File: config.mk
export PLATFORM = sky130hd
export DESIGN_NAME = cluster_top
export DESIGN_NICKNAME = d
export VERILOG_FILES = /design/src/hw/cluster_pkg.sv /design/src/hw/cluster_top.sv /design/src/hw/core_csr_unit.sv /design/src/hw/csr_io_router.sv /design/src/hw/io_mem_arb.sv
export SDC_FILE = /design/constraint.sdc
export NUM_CORES = 1
export LEC_CHECK = 0
export ABC_CLOCK_PERIOD_IN_PS = 4500
export BUFFER_PORTS_ARGS = -buffer_cell sky130_fd_sc_hd__buf_2
export CORE_ASPECT_RATIO = 1.5
export CORE_UTILIZATION = 29
export DETAILED_ROUTE_END_ITERATION = 8
export SYNTH_ARGS = -nofsm -noshare
export SYNTH_HDL_FRONTEND = slang
export SYNTH_SLANG_ARGS = --single-unit
File: constraint.sdc
create_clock -name clk -period 4.5 [get_ports clk]
set_input_delay 0 -clock clk [delete_from_list [all_inputs] [get_ports clk]]
set_output_delay 0 -clock clk [all_outputs]
set_load 0.03 [all_outputs]
File: src/hw/cluster_pkg.sv
package cluster_pkg;

    localparam int NUM_CORES  = 4;
    localparam int NC_BITS    = 2;
    localparam int CORE_TAG_W = 4;

    typedef logic [11:0]                    csr_addr_t;
    typedef logic [NC_BITS-1:0]             core_id_t;
    typedef logic [31:0]                    word_t;
    typedef logic [29:0]                    io_addr_t;
    typedef logic [3:0]                     byteen_t;
    typedef logic [CORE_TAG_W-1:0]          core_tag_t;
    // Core tag on top, core index in the low bits
    typedef logic [CORE_TAG_W+NC_BITS-1:0]  io_tag_t;

    localparam csr_addr_t CSR_IO_ADDR  = 12'h7c0;
    localparam csr_addr_t CSR_IO_DATA  = 12'h7c1;
    localparam csr_addr_t CSR_IO_CMD   = 12'h7c2;
    localparam csr_addr_t CSR_IO_RDATA = 12'h7c3;
    localparam csr_addr_t CSR_EBREAK   = 12'h7c4;

    // CMD data layout
    localparam int CMD_RW_BIT = 0;
    localparam int CMD_BE_LSB = 1;

    typedef struct packed {
        csr_addr_t addr;
        logic      rw;
        word_t     data;
    } csr_req_t;

    typedef struct packed {
        logic      rw;
        byteen_t   byteen;
        io_addr_t  addr;
        word_t     data;
        core_tag_t tag;
    } core_io_req_t;

    typedef struct packed {
        logic     rw;
        byteen_t  byteen;
        io_addr_t addr;
        word_t    data;
        io_tag_t  tag;
    } io_req_t;

    typedef struct packed {
        word_t   data;
        io_tag_t tag;
    } io_rsp_t;

    typedef enum logic [1:0] {
        IO_IDLE,
        IO_REQ,
        IO_WAIT
    } io_state_e;

endpackage

File: src/hw/cluster_top.sv
module cluster_top
    import cluster_pkg::*;
(
    input  logic     clk,
    input  logic     arst_n,

    input  logic     csr_io_req_valid,
    input  core_id_t csr_io_req_coreid,
    input  csr_req_t csr_io_req,
    output logic     csr_io_req_ready,

    output logic     csr_io_rsp_valid,
    output word_t    csr_io_rsp_data,
    input  logic     csr_io_rsp_ready,

    output logic     io_req_valid,
    output io_req_t  io_req,
    input  logic     io_req_ready,

    input  logic     io_rsp_valid,
    input  io_rsp_t  io_rsp,
    output logic     io_rsp_ready,

    output logic     busy,
    output logic     ebreak
);

    logic [NUM_CORES-1:0]         core_csr_req_valid;
    csr_req_t                     core_csr_req;
    logic [NUM_CORES-1:0]         core_csr_req_ready;
    logic [NUM_CORES-1:0]         core_csr_rsp_valid;
    word_t [NUM_CORES-1:0]        core_csr_rsp_data;
    logic [NUM_CORES-1:0]         core_csr_rsp_ready;

    logic [NUM_CORES-1:0]         core_io_req_valid;
    core_io_req_t [NUM_CORES-1:0] core_io_req;
    logic [NUM_CORES-1:0]         core_io_req_ready;
    logic [NUM_CORES-1:0]         core_io_rsp_valid;
    word_t [NUM_CORES-1:0]        core_io_rsp_data;
    logic [NUM_CORES-1:0]         core_io_rsp_ready;

    logic [NUM_CORES-1:0]         core_busy;
    logic [NUM_CORES-1:0]         core_ebreak;

    csr_io_router u_csr_router (
        .clk                (clk),
        .arst_n             (arst_n),
        .csr_io_req_valid   (csr_io_req_valid),
        .csr_io_req_coreid  (csr_io_req_coreid),
        .csr_io_req         (csr_io_req),
        .csr_io_req_ready   (csr_io_req_ready),
        .csr_io_rsp_valid   (csr_io_rsp_valid),
        .csr_io_rsp_data    (csr_io_rsp_data),
        .csr_io_rsp_ready   (csr_io_rsp_ready),
        .core_csr_req_valid (core_csr_req_valid),
        .core_csr_req       (core_csr_req),
        .core_csr_req_ready (core_csr_req_ready),
        .core_csr_rsp_valid (core_csr_rsp_valid),
        .core_csr_rsp_data  (core_csr_rsp_data),
        .core_csr_rsp_ready (core_csr_rsp_ready)
    );

    for (genvar i = 0; i < NUM_CORES; i++) begin : gen_core
        core_csr_unit u_core (
            .clk           (clk),
            .arst_n        (arst_n),
            .csr_req_valid (core_csr_req_valid[i]),
            .csr_req       (core_csr_req),
            .csr_req_ready (core_csr_req_ready[i]),
            .csr_rsp_valid (core_csr_rsp_valid[i]),
            .csr_rsp_data  (core_csr_rsp_data[i]),
            .csr_rsp_ready (core_csr_rsp_ready[i]),
            .io_req_valid  (core_io_req_valid[i]),
            .core_io_req   (core_io_req[i]),
            .io_req_ready  (core_io_req_ready[i]),
            .io_rsp_valid  (core_io_rsp_valid[i]),
            .io_rsp_data   (core_io_rsp_data[i]),
            .io_rsp_ready  (core_io_rsp_ready[i]),
            .busy          (core_busy[i]),
            .ebreak        (core_ebreak[i])
        );
    end

    io_mem_arb u_io_arb (
        .clk               (clk),
        .arst_n            (arst_n),
        .core_io_req_valid (core_io_req_valid),
        .core_io_req       (core_io_req),
        .core_io_req_ready (core_io_req_ready),
        .core_io_rsp_valid (core_io_rsp_valid),
        .core_io_rsp_data  (core_io_rsp_data),
        .core_io_rsp_ready (core_io_rsp_ready),
        .core_busy         (core_busy),
        .core_ebreak       (core_ebreak),
        .io_req_valid      (io_req_valid),
        .io_req            (io_req),
        .io_req_ready      (io_req_ready),
        .io_rsp_valid      (io_rsp_valid),
        .io_rsp            (io_rsp),
        .io_rsp_ready      (io_rsp_ready),
        .busy              (busy),
        .ebreak            (ebreak)
    );

endmodule

File: src/hw/core_csr_unit.sv
module core_csr_unit
    import cluster_pkg::*;
(
    input  logic         clk,
    input  logic         arst_n,

    input  logic         csr_req_valid,
    input  csr_req_t     csr_req,
    output logic         csr_req_ready,
    output logic         csr_rsp_valid,
    output word_t        csr_rsp_data,
    input  logic         csr_rsp_ready,

    output logic         io_req_valid,
    output core_io_req_t core_io_req,
    input  logic         io_req_ready,
    input  logic         io_rsp_valid,
    input  word_t        io_rsp_data,
    output logic         io_rsp_ready,

    output logic         busy,
    output logic         ebreak
);

    io_state_e state_q;
    logic      rsp_valid_q;
    core_tag_t tag_q;
    logic      ebreak_q;

    word_t     addr_q;
    word_t     data_q;
    word_t     rdata_q;
    word_t     ebreak_csr_q;
    logic      rw_q;
    byteen_t   byteen_q;
    word_t     rsp_data_q;

    logic      csr_fire;
    logic      wr_fire;
    logic      rd_fire;
    logic      cmd_fire;
    word_t     rd_data;

    // CSR access only while no I/O is outstanding
    assign csr_req_ready = (state_q == IO_IDLE) && !rsp_valid_q;
    assign csr_fire      = csr_req_valid && csr_req_ready;
    assign wr_fire       = csr_fire && csr_req.rw;
    assign rd_fire       = csr_fire && !csr_req.rw;
    assign cmd_fire      = wr_fire && (csr_req.addr == CSR_IO_CMD);

    always_comb begin
        case (csr_req.addr)
            CSR_IO_ADDR:  rd_data = addr_q;
            CSR_IO_DATA:  rd_data = data_q;
            CSR_IO_CMD:   rd_data = {27'b0, byteen_q, rw_q};
            CSR_IO_RDATA: rd_data = rdata_q;
            CSR_EBREAK:   rd_data = ebreak_csr_q;
            default:      rd_data = '0;
        endcase
    end

    always_ff @(posedge clk or negedge arst_n) begin
        if (!arst_n) begin
            state_q     <= IO_IDLE;
            rsp_valid_q <= 1'b0;
            tag_q       <= '0;
            ebreak_q    <= 1'b0;
        end else begin
            if (rd_fire) begin
                rsp_valid_q <= 1'b1;
            end else if (csr_rsp_ready) begin
                rsp_valid_q <= 1'b0;
            end

            // Sticky until reset
            if (wr_fire && (csr_req.addr == CSR_EBREAK) && csr_req.data[0]) begin
                ebreak_q <= 1'b1;
            end

            case (state_q)
                IO_IDLE: begin
                    if (cmd_fire) begin
                        state_q <= IO_REQ;
                        tag_q   <= tag_q + 1'b1;
                    end
                end
                IO_REQ: begin
                    // Writes get no response
                    if (io_req_ready) begin
                        state_q <= rw_q ? IO_IDLE : IO_WAIT;
                    end
                end
                IO_WAIT: begin
                    if (io_rsp_valid) begin
                        state_q <= IO_IDLE;
                    end
                end
                default: state_q <= IO_IDLE;
            endcase
        end
    end

    always_ff @(posedge clk) begin
        if (wr_fire) begin
            case (csr_req.addr)
                CSR_IO_ADDR: addr_q <= csr_req.data;
                CSR_IO_DATA: data_q <= csr_req.data;
                CSR_IO_CMD: begin
                    rw_q     <= csr_req.data[CMD_RW_BIT];
                    byteen_q <= csr_req.data[CMD_BE_LSB +: 4];
                end
                CSR_EBREAK:  ebreak_csr_q <= csr_req.data;
                default: ;
            endcase
        end
        if (rd_fire) begin
            rsp_data_q <= rd_data;
        end
        if (io_rsp_valid && io_rsp_ready) begin
            rdata_q <= io_rsp_data;
        end
    end

    assign csr_rsp_valid = rsp_valid_q;
    assign csr_rsp_data  = rsp_data_q;

    assign io_req_valid       = (state_q == IO_REQ);
    assign core_io_req.rw     = rw_q;
    assign core_io_req.byteen = byteen_q;
    assign core_io_req.addr   = addr_q[29:0];
    assign core_io_req.data   = data_q;
    assign core_io_req.tag    = tag_q;

    assign io_rsp_ready = (state_q == IO_WAIT);

    assign busy   = (state_q != IO_IDLE);
    assign ebreak = ebreak_q;

endmodule

File: src/hw/csr_io_router.sv
module csr_io_router
    import cluster_pkg::*;
(
    input  logic                     clk,
    input  logic                     arst_n,

    input  logic                     csr_io_req_valid,
    input  core_id_t                 csr_io_req_coreid,
    input  csr_req_t                 csr_io_req,
    output logic                     csr_io_req_ready,

    output logic                     csr_io_rsp_valid,
    output word_t                    csr_io_rsp_data,
    input  logic                     csr_io_rsp_ready,

    output logic [NUM_CORES-1:0]     core_csr_req_valid,
    output csr_req_t                 core_csr_req,
    input  logic [NUM_CORES-1:0]     core_csr_req_ready,

    input  logic [NUM_CORES-1:0]     core_csr_rsp_valid,
    input  word_t [NUM_CORES-1:0]    core_csr_rsp_data,
    output logic [NUM_CORES-1:0]     core_csr_rsp_ready
);

    logic     pending_q;
    core_id_t pending_core_q;
    logic     req_fire;
    logic     rsp_fire;

    // One read in flight at a time
    assign csr_io_req_ready = core_csr_req_ready[csr_io_req_coreid] && !pending_q;
    assign req_fire         = csr_io_req_valid && csr_io_req_ready;

    assign core_csr_req = csr_io_req;

    always_comb begin
        for (int i = 0; i < NUM_CORES; i++) begin
            core_csr_req_valid[i] = csr_io_req_valid && !pending_q
                                    && (csr_io_req_coreid == core_id_t'(i));
            core_csr_rsp_ready[i] = pending_q && csr_io_rsp_ready
                                    && (pending_core_q == core_id_t'(i));
        end
    end

    // Only the core that owes the read may answer
    assign csr_io_rsp_valid = pending_q && core_csr_rsp_valid[pending_core_q];
    assign csr_io_rsp_data  = core_csr_rsp_data[pending_core_q];
    assign rsp_fire         = csr_io_rsp_valid && csr_io_rsp_ready;

    always_ff @(posedge clk or negedge arst_n) begin
        if (!arst_n) begin
            pending_q      <= 1'b0;
            pending_core_q <= '0;
        end else begin
            if (req_fire && !csr_io_req.rw) begin
                pending_q      <= 1'b1;
                pending_core_q <= csr_io_req_coreid;
            end else if (rsp_fire) begin
                pending_q <= 1'b0;
            end
        end
    end

endmodule

File: src/hw/io_mem_arb.sv
module io_mem_arb
    import cluster_pkg::*;
(
    input  logic                          clk,
    input  logic                          arst_n,

    input  logic [NUM_CORES-1:0]          core_io_req_valid,
    input  core_io_req_t [NUM_CORES-1:0]  core_io_req,
    output logic [NUM_CORES-1:0]          core_io_req_ready,

    output logic [NUM_CORES-1:0]          core_io_rsp_valid,
    output word_t [NUM_CORES-1:0]         core_io_rsp_data,
    input  logic [NUM_CORES-1:0]          core_io_rsp_ready,

    input  logic [NUM_CORES-1:0]          core_busy,
    input  logic [NUM_CORES-1:0]          core_ebreak,

    output logic                          io_req_valid,
    output io_req_t                       io_req,
    input  logic                          io_req_ready,

    input  logic                          io_rsp_valid,
    input  io_rsp_t                       io_rsp,
    output logic                          io_rsp_ready,

    output logic                          busy,
    output logic                          ebreak
);

    core_id_t ptr_q;
    logic     stage_valid_q;
    io_req_t  stage_q;

    logic     stage_load;
    logic     grant_valid;
    core_id_t grant_idx;
    core_id_t rsp_idx;

    // Stage accepts when empty or being drained this cycle
    assign stage_load = !stage_valid_q || io_req_ready;

    // First requester at or after the pointer wins
    always_comb begin
        core_id_t idx;
        grant_valid = 1'b0;
        grant_idx   = '0;
        for (int k = 0; k < NUM_CORES; k++) begin
            idx = core_id_t'(ptr_q + core_id_t'(k));
            if (!grant_valid && core_io_req_valid[idx]) begin
                grant_valid = 1'b1;
                grant_idx   = idx;
            end
        end
    end

    always_comb begin
        for (int i = 0; i < NUM_CORES; i++) begin
            core_io_req_ready[i] = stage_load && grant_valid
                                   && (grant_idx == core_id_t'(i));
        end
    end

    always_ff @(posedge clk or negedge arst_n) begin
        if (!arst_n) begin
            stage_valid_q <= 1'b0;
            ptr_q         <= '0;
        end else begin
            if (stage_load) begin
                stage_valid_q <= grant_valid;
            end
            if (stage_load && grant_valid) begin
                ptr_q <= grant_idx + 1'b1;
            end
        end
    end

    always_ff @(posedge clk) begin
        if (stage_load && grant_valid) begin
            stage_q.rw     <= core_io_req[grant_idx].rw;
            stage_q.byteen <= core_io_req[grant_idx].byteen;
            stage_q.addr   <= core_io_req[grant_idx].addr;
            stage_q.data   <= core_io_req[grant_idx].data;
            stage_q.tag    <= {core_io_req[grant_idx].tag, grant_idx};
        end
    end

    assign io_req_valid = stage_valid_q;
    assign io_req       = stage_q;

    // Response goes back to the core named in the low tag bits
    assign rsp_idx = io_rsp.tag[NC_BITS-1:0];

    always_comb begin
        for (int i = 0; i < NUM_CORES; i++) begin
            core_io_rsp_valid[i] = io_rsp_valid && (rsp_idx == core_id_t'(i));
            core_io_rsp_data[i]  = io_rsp.data;
        end
    end

    assign io_rsp_ready = core_io_rsp_ready[rsp_idx];

    assign busy   = (|core_busy) || stage_valid_q;
    assign ebreak = &core_ebreak;

endmodule
## Yosys cells after proc, flatten, opt, wreduce, memory -nomap -nowiden

Index checks and enable logic that the tools add are counted.

- $add $sub $neg: 8
- Magnitude comparators: 8
- Equality and inequality tests: 37
- Muxes and demuxes: 60
- Reductions and logical operators: 114

Operators with widths:

| cell | count |
|---|---|
| $pmux W32 S5 | 4 |
| $bmux W71 S2 | 1 |
| $mux W71 | 1 |
| $bmux W32 S2 | 1 |
| $eq A12 B11 Y1 const B | 5 |
| $logic_and A1 B1 Y1 | 59 |
| $mux W2 | 20 |
| $reduce_and A2 Y1 | 20 |
| $mux W32 | 1 |
| $eq A2 B2 Y1 const B | 12 |
| $lt A2 B3 Y1 const B | 8 |
| $pmux W2 S3 | 4 |
| $mux W1 | 21 |
| $reduce_bool A2 Y1 | 9 |
| $add A4 B1 Y4 const B | 4 |
| $eq A2 B1 Y1 const B | 8 |
| $logic_not A2 Y1 | 8 |
| $ne A2 B1 Y1 const B | 8 |
| $bmux W1 S2 | 7 |
| $reduce_and A3 Y1 | 4 |
| $logic_not A1 Y1 | 10 |
| $ne A2 B2 Y1 const B | 4 |
| $add A2 B1 Y2 const B | 2 |
| $add A2 B2 Y2 const B | 2 |
| other kinds (3) | 4 |

- Bits in registers: 771
- Input port bits: 91
- Word-level logic and storage cells: 280

## Longest topological paths before layout

- Depth in word-level cells: 17
- Gate-level depth with buffers: 8
- Mapped depth without buffers: 6

## Modules after synthesis

From an unflattened synthesis, not the netlist that was laid out.

- Cells, all modules: 2075
- Area, all modules: 33592.2 sq um

Modules (own cells, without submodules):

| module | instances | cells each | area an instance (sq um) | seq. area each (sq um) |
|---|---|---|---|---|
| core_csr_unit | 4 | 369 | 6571.3 | 5154.9 |
| io_mem_arb | 1 | 479 | 5918.2 | 2267.2 |
| csr_io_router | 1 | 120 | 1388.8 | 75.1 |

## Worst setup path after synthesis

OpenSTA, ideal clock, no wires.

- Kind: input to register
- Start: in csr_io_req[44] in the netlist's numbering
- End: reg gen_core[0].u_core.addr_q[0], enable pin
- Setup time: 0.461 ns
- Arrival time: 3.293 ns
- Required time: 4.039 ns
- Path slack: 0.746 ns
- Cell stages on the path: 6
- Path buffers: 2
- Cell sequence: and4b_1 > nand4_2 > or3_1 > buf_2 > buf_2 > nor3_1

- Longest elaborated chain between the ends: 2

Ends and longest elaborated chain:

| what | line | source |
|---|---|---|
| start, declared | cluster_top.sv:9 | `input csr_req_t csr_io_req,` |
| $eq A12 B11 Y1 | core_csr_unit.sv:105 | `case (csr_req.addr)` |
| $reduce_and A2 Y1 (no source line) | - |  |
| end signal, assigned | core_csr_unit.sv:106 | `CSR_IO_ADDR: addr_q <= csr_req.data;` |
| end, declared | core_csr_unit.sv:30 | `word_t addr_q;` |

Every way passes these cells.
A chain may end at the register's enable or synchronous reset.

## Worst setup path in the final report

- Start: reg gen_core[1].u_core.state_q[0]
- End: reg gen_core[1].u_core.ebreak_csr_q[25], enable pin

- Longest elaborated chain between the ends: 5

Ends and longest elaborated chain:

| what | line | source |
|---|---|---|
| start, declared | core_csr_unit.sv:25 | `io_state_e state_q;` |
| start signal, assigned | core_csr_unit.sv:90 | `state_q <= rw_q ? IO_IDLE : IO_WAIT;` |
| $logic_not A2 Y1 | core_csr_unit.sv:45 | `assign csr_req_ready = (state_q == IO_IDLE) && !rsp_valid_q;` |
| $logic_and A1 B1 Y1 | core_csr_unit.sv:45 |  |
| $logic_and A1 B1 Y1 | core_csr_unit.sv:46 | `assign csr_fire = csr_req_valid && csr_req_ready;` |
| $logic_and A1 B1 Y1 | core_csr_unit.sv:47 | `assign wr_fire = csr_fire && csr_req.rw;` |
| $reduce_and A2 Y1 (no source line) | - |  |
| end signal, assigned | core_csr_unit.sv:112 | `CSR_EBREAK: ebreak_csr_q <= csr_req.data;` |
| end, declared | core_csr_unit.sv:33 | `word_t ebreak_csr_q;` |

Every way passes these cells.

==> results by group <==
Status
  – Outcome: finished, final reports clean

Critical path
  – Startpoint Class: flop
  – Reg2reg setup slack: 1370 ps
  – Setup Crit Path Kind: reg2reg
  – Worst reg2reg endpoint: gen_core[1].u_core.ebreak_csr_q[25]$_DFFE_PP_
  – CP required: 4810 ps
  – Reg-to-reg startpoint: gen_core[1].u_core.state_q[0]$_DFFE_PN0P_
  – Worst Setup End Kind: flop
  – R2R cell count: 4
  – Worst-path maximum fanout: 18
  – CP arrival: 3430 ps

Global route
  – Met1 usage: 0.2047
  – Total gr overflow: 0
  – Vias in the first global route: about 18k
  – Initial antenna violation count: 10
  – Total track usage: 0.1614
  – Grt met3 use: 0.02750
  – Maximum number of pins on one net before global-route repair: 81
  – Top Usage Layer GRT: met2
  – GR Util met2: 0.2759
  – First-pass GRT wire length: 126100 um

Floorplanning
  – Starting Density: 0.2918
  – I/O pin cnt: 202
  – Std cell rows: about 150
  – Die Span X: 269.7 um
  – Full die area: approximately 0.11 mm^2
  – Area of the core: around 0.11 mm^2
  – Die Ht: 403.6 um

Finish
  – Layout area overhead: 19.34%
  – Layout Nets: 2080
  – Commonest non-fill, non-tap cells in the layout: edfxtp_1 (733), mux2i_1 (470), buf_2 (195), o22ai_1 (85), dlygate4sd3_1 (85)
  – Final design utilization: 0.3482
  – Most common cell after layout, fill and taps aside: edfxtp_1
  – Share of post-route cells with drive strength above 1: 0.2159
  – # fillers: 10.03k
  – Non-Filler Instances: 3461

Clocking
  – CTS Buf Count: 75
  – Post-CTS Setup Bufs: 0
  – Clock Root Buffer: clkbuf_16
  – Clk_lat worst skew: 640 ps
  – Post-CTS sizing: 0
  – Clk buf depth: 3
  – Worst-path clk slew: 70 ps
  – Clk sink count: ~770
  – H-tree depth: 3
  – TritonCTS clock tree: built

Synthesis
  – Asr flop ratio synth: 0.04929
  – Ys flop type: edfxtp_1
  – Mapped Cells: 1688
  – Count of cell types in the netlist: 54
  – Synth Register Bits: between 700 and 800
  – Area leader, netlist: edfxtp_1
  – Sequential fraction of the synthesis area: 0.7364
  – Post-synth EDFFs: between 700 and 800
  – Cell Area, Synth: 0.03118 mm^2
  – Net Count, Synth: ~1.8k
  – Synthesized area per cell: ~18 um^2
  – Synth warn: 0
  – Synth top area share: 0.7059
  – Dominant cells by area after synthesis: edfxtp_1 (71%), mux2i_1 (15%), dfrtp_1 (3.0%), mux4_2 (2.4%), o22ai_1 (1.7%)

Place
  – HPWL Detailed: 50700 um
  – Setup slack after placement: 1399 ps
  – Placed cells: 3238
  – Port Buf Inserts: 197
  – Global placer's final weighted congestion: ~0.79

STA
  – Hold Vio Cnt, Final: 0
  – Final setup vio count: 0
  – Worst-margin pin slew: 1209 ps
  – Slew Limit Fails: 0
  – Slew Limit Headroom: 0.1941
  – RSZ-0062 raised after global routing: no
  – Final Skew: 35.80 ps
  – Setup ws final: 1371 ps
  – Period minus WS final: 3129 ps
  – Max Clk Rate: 0.3195 GHz
  – Final Cycle Share: 0.6954
  – Total negative slack: 0 ps

Routing
  – Drt drc: 0
  – Post-Route WL: 88850 um
  – DR vias/cell: ~5
  – First drt pass iteration count: 5
  – Initial DRC Count: between 1k and 1.5k
  – Routed len/inst: 25.67 um
  – Via Count: 16.98k
  – Final ANT Viol Nets: 0

Power and ir drop
  – Leak Pwr: 0.01316 uW
  – Pwr Total: 16160 uW
  – PwrDens: roughly 430 mW/mm^2
  – Worst VDD drop: about 0.00025 V

Job
  – Max-cap violations: 0

Min path
  – Hold crit path type: in2async
-- report_power, final --
| part | leakage [uW] | internal (uW) | switching, uW |
|---|---|---|---|
| clock network | 0.00123 | 3840 | 2740 |
| registers | 0.00720 | 7880 | 282 |
| logic | 0.00473 | 569 | 847 |
| total | 0.0132 | 12300 | 3870 |
-- synthesized netlist by cell type, types with 9 or more instances --
library cell,instances
nand2_1,38
o22ai_2,23
xnor2_1,9
o221ai_1,20
o22ai_1,86
nor2_1,19
clkbuf_1,36
dfrtp_1,38
nand3_1,9
buf_6,21
mux2i_1,470
edfxtp_1,733
nor3_1,17
mux4_2,33
buf_2,26
nand2b_1,10
-- final cells by class --
cell class | instances | area (um^2) | share of cell area
diodes | 3 | 7.507 | 0.0002017
inverters | 7 | 38.79 | 0.001042
well taps | 1415 | 1770 | 0.04758
clock inverters | 48 | 579.3 | 0.01557
multi-input cells | 815 | 7755 | 0.2084
clock buffers | 87 | 1964 | 0.05279
repair buffers | 315 | 2127 | 0.05716
flip-flops and latches | 771 | 22970 | 0.6173
-- state kept, by name, summed over array words and instances, names as in the netlist, 2 cells and up --
| register | count |
|---|---|
| gen_core.u_core.rw_q | 4 |
| gen_core.u_core.ebreak | 4 |
| gen_core.u_core.data_q | 128 |
| u_io_arb.io_req | 73 |
| gen_core.u_core.addr_q | 128 |
| gen_core.u_core.ebreak_csr_q | 128 |
| u_csr_router.pending_core_q | 2 |
| gen_core.u_core.tag_q | 16 |
| gen_core.u_core.csr_rsp_data | 128 |
| gen_core.u_core.csr_rsp_valid | 4 |
| gen_core.u_core.rdata_q | 128 |
| gen_core.u_core.state_q | 8 |
| u_io_arb.ptr_q | 2 |
| gen_core.u_core.byteen_q | 16 |
-- worst max path at each step --
stage / start / end / slack [ps]
after floorplan: csr_io_req[44] / gen_core[0].u_core.addr_q[0]$_DFFE_PP_ / 750
after global placement: csr_io_req[35] / gen_core[1].u_core.csr_rsp_data[4]$_DFFE_PP_ / 1470
after detailed placement: csr_io_req[35] / gen_core[1].u_core.csr_rsp_data[7]$_DFFE_PP_ / 1400
after CTS: gen_core[1].u_core.state_q[0]$_DFFE_PN0P_ / gen_core[1].u_core.ebreak_csr_q[23]$_DFFE_PP_ / 1380
after global routing: gen_core[1].u_core.state_q[0]$_DFFE_PN0P_ / gen_core[1].u_core.ebreak_csr_q[25]$_DFFE_PP_ / 1320
final: gen_core[1].u_core.state_q[0]$_DFFE_PN0P_ / gen_core[1].u_core.ebreak_csr_q[25]$_DFFE_PP_ / 1370
-- layer usage --
metal,part of all wire,wire length (um)
met5,0.00089,79
met4,0.030,2665
met3,0.059,5275
met2,0.50,44190
met1,0.41,36640
-- worst max-delay path, cell delays in order, from the launching register on --
cell and delay, ps:
dfrtp_1 460, nor4_1 690, nand2_1 400, nor2_4 860
buf_4 380
-- timing repair --
action | CTS | global route
hold endpoints to repair | 594 | 0
endpoints found under the setup margin | 0 | 0
hold buffers | 85 | 0
-- per-stage QoR --
step	cell area, um^2	hold WS (ps)
5_1_grt	37210	129.6
4_1_cts	37200	55.60
3_3_place_gp	33810	145.5
2_1_floorplan	31180	-295.6
6_report	37210	39.04
3_5_place_dp	33810	169.0
-- cells by family after synthesis --
group                    after synthesis  share of synthesized area
AO/OA/AOI/OAI                        155                    0.03824
adder cells (fa/ha/maj)                4                   0.001605
flip-flops                           771                     0.7364
multiplexers                         509                     0.1769
AND/OR/NAND/NOR                      134                    0.02404
XOR/XNOR                              13                   0.003652
buffers and inverters                102                    0.01918
No activity file was read; power rests on OpenSTA's default activity.
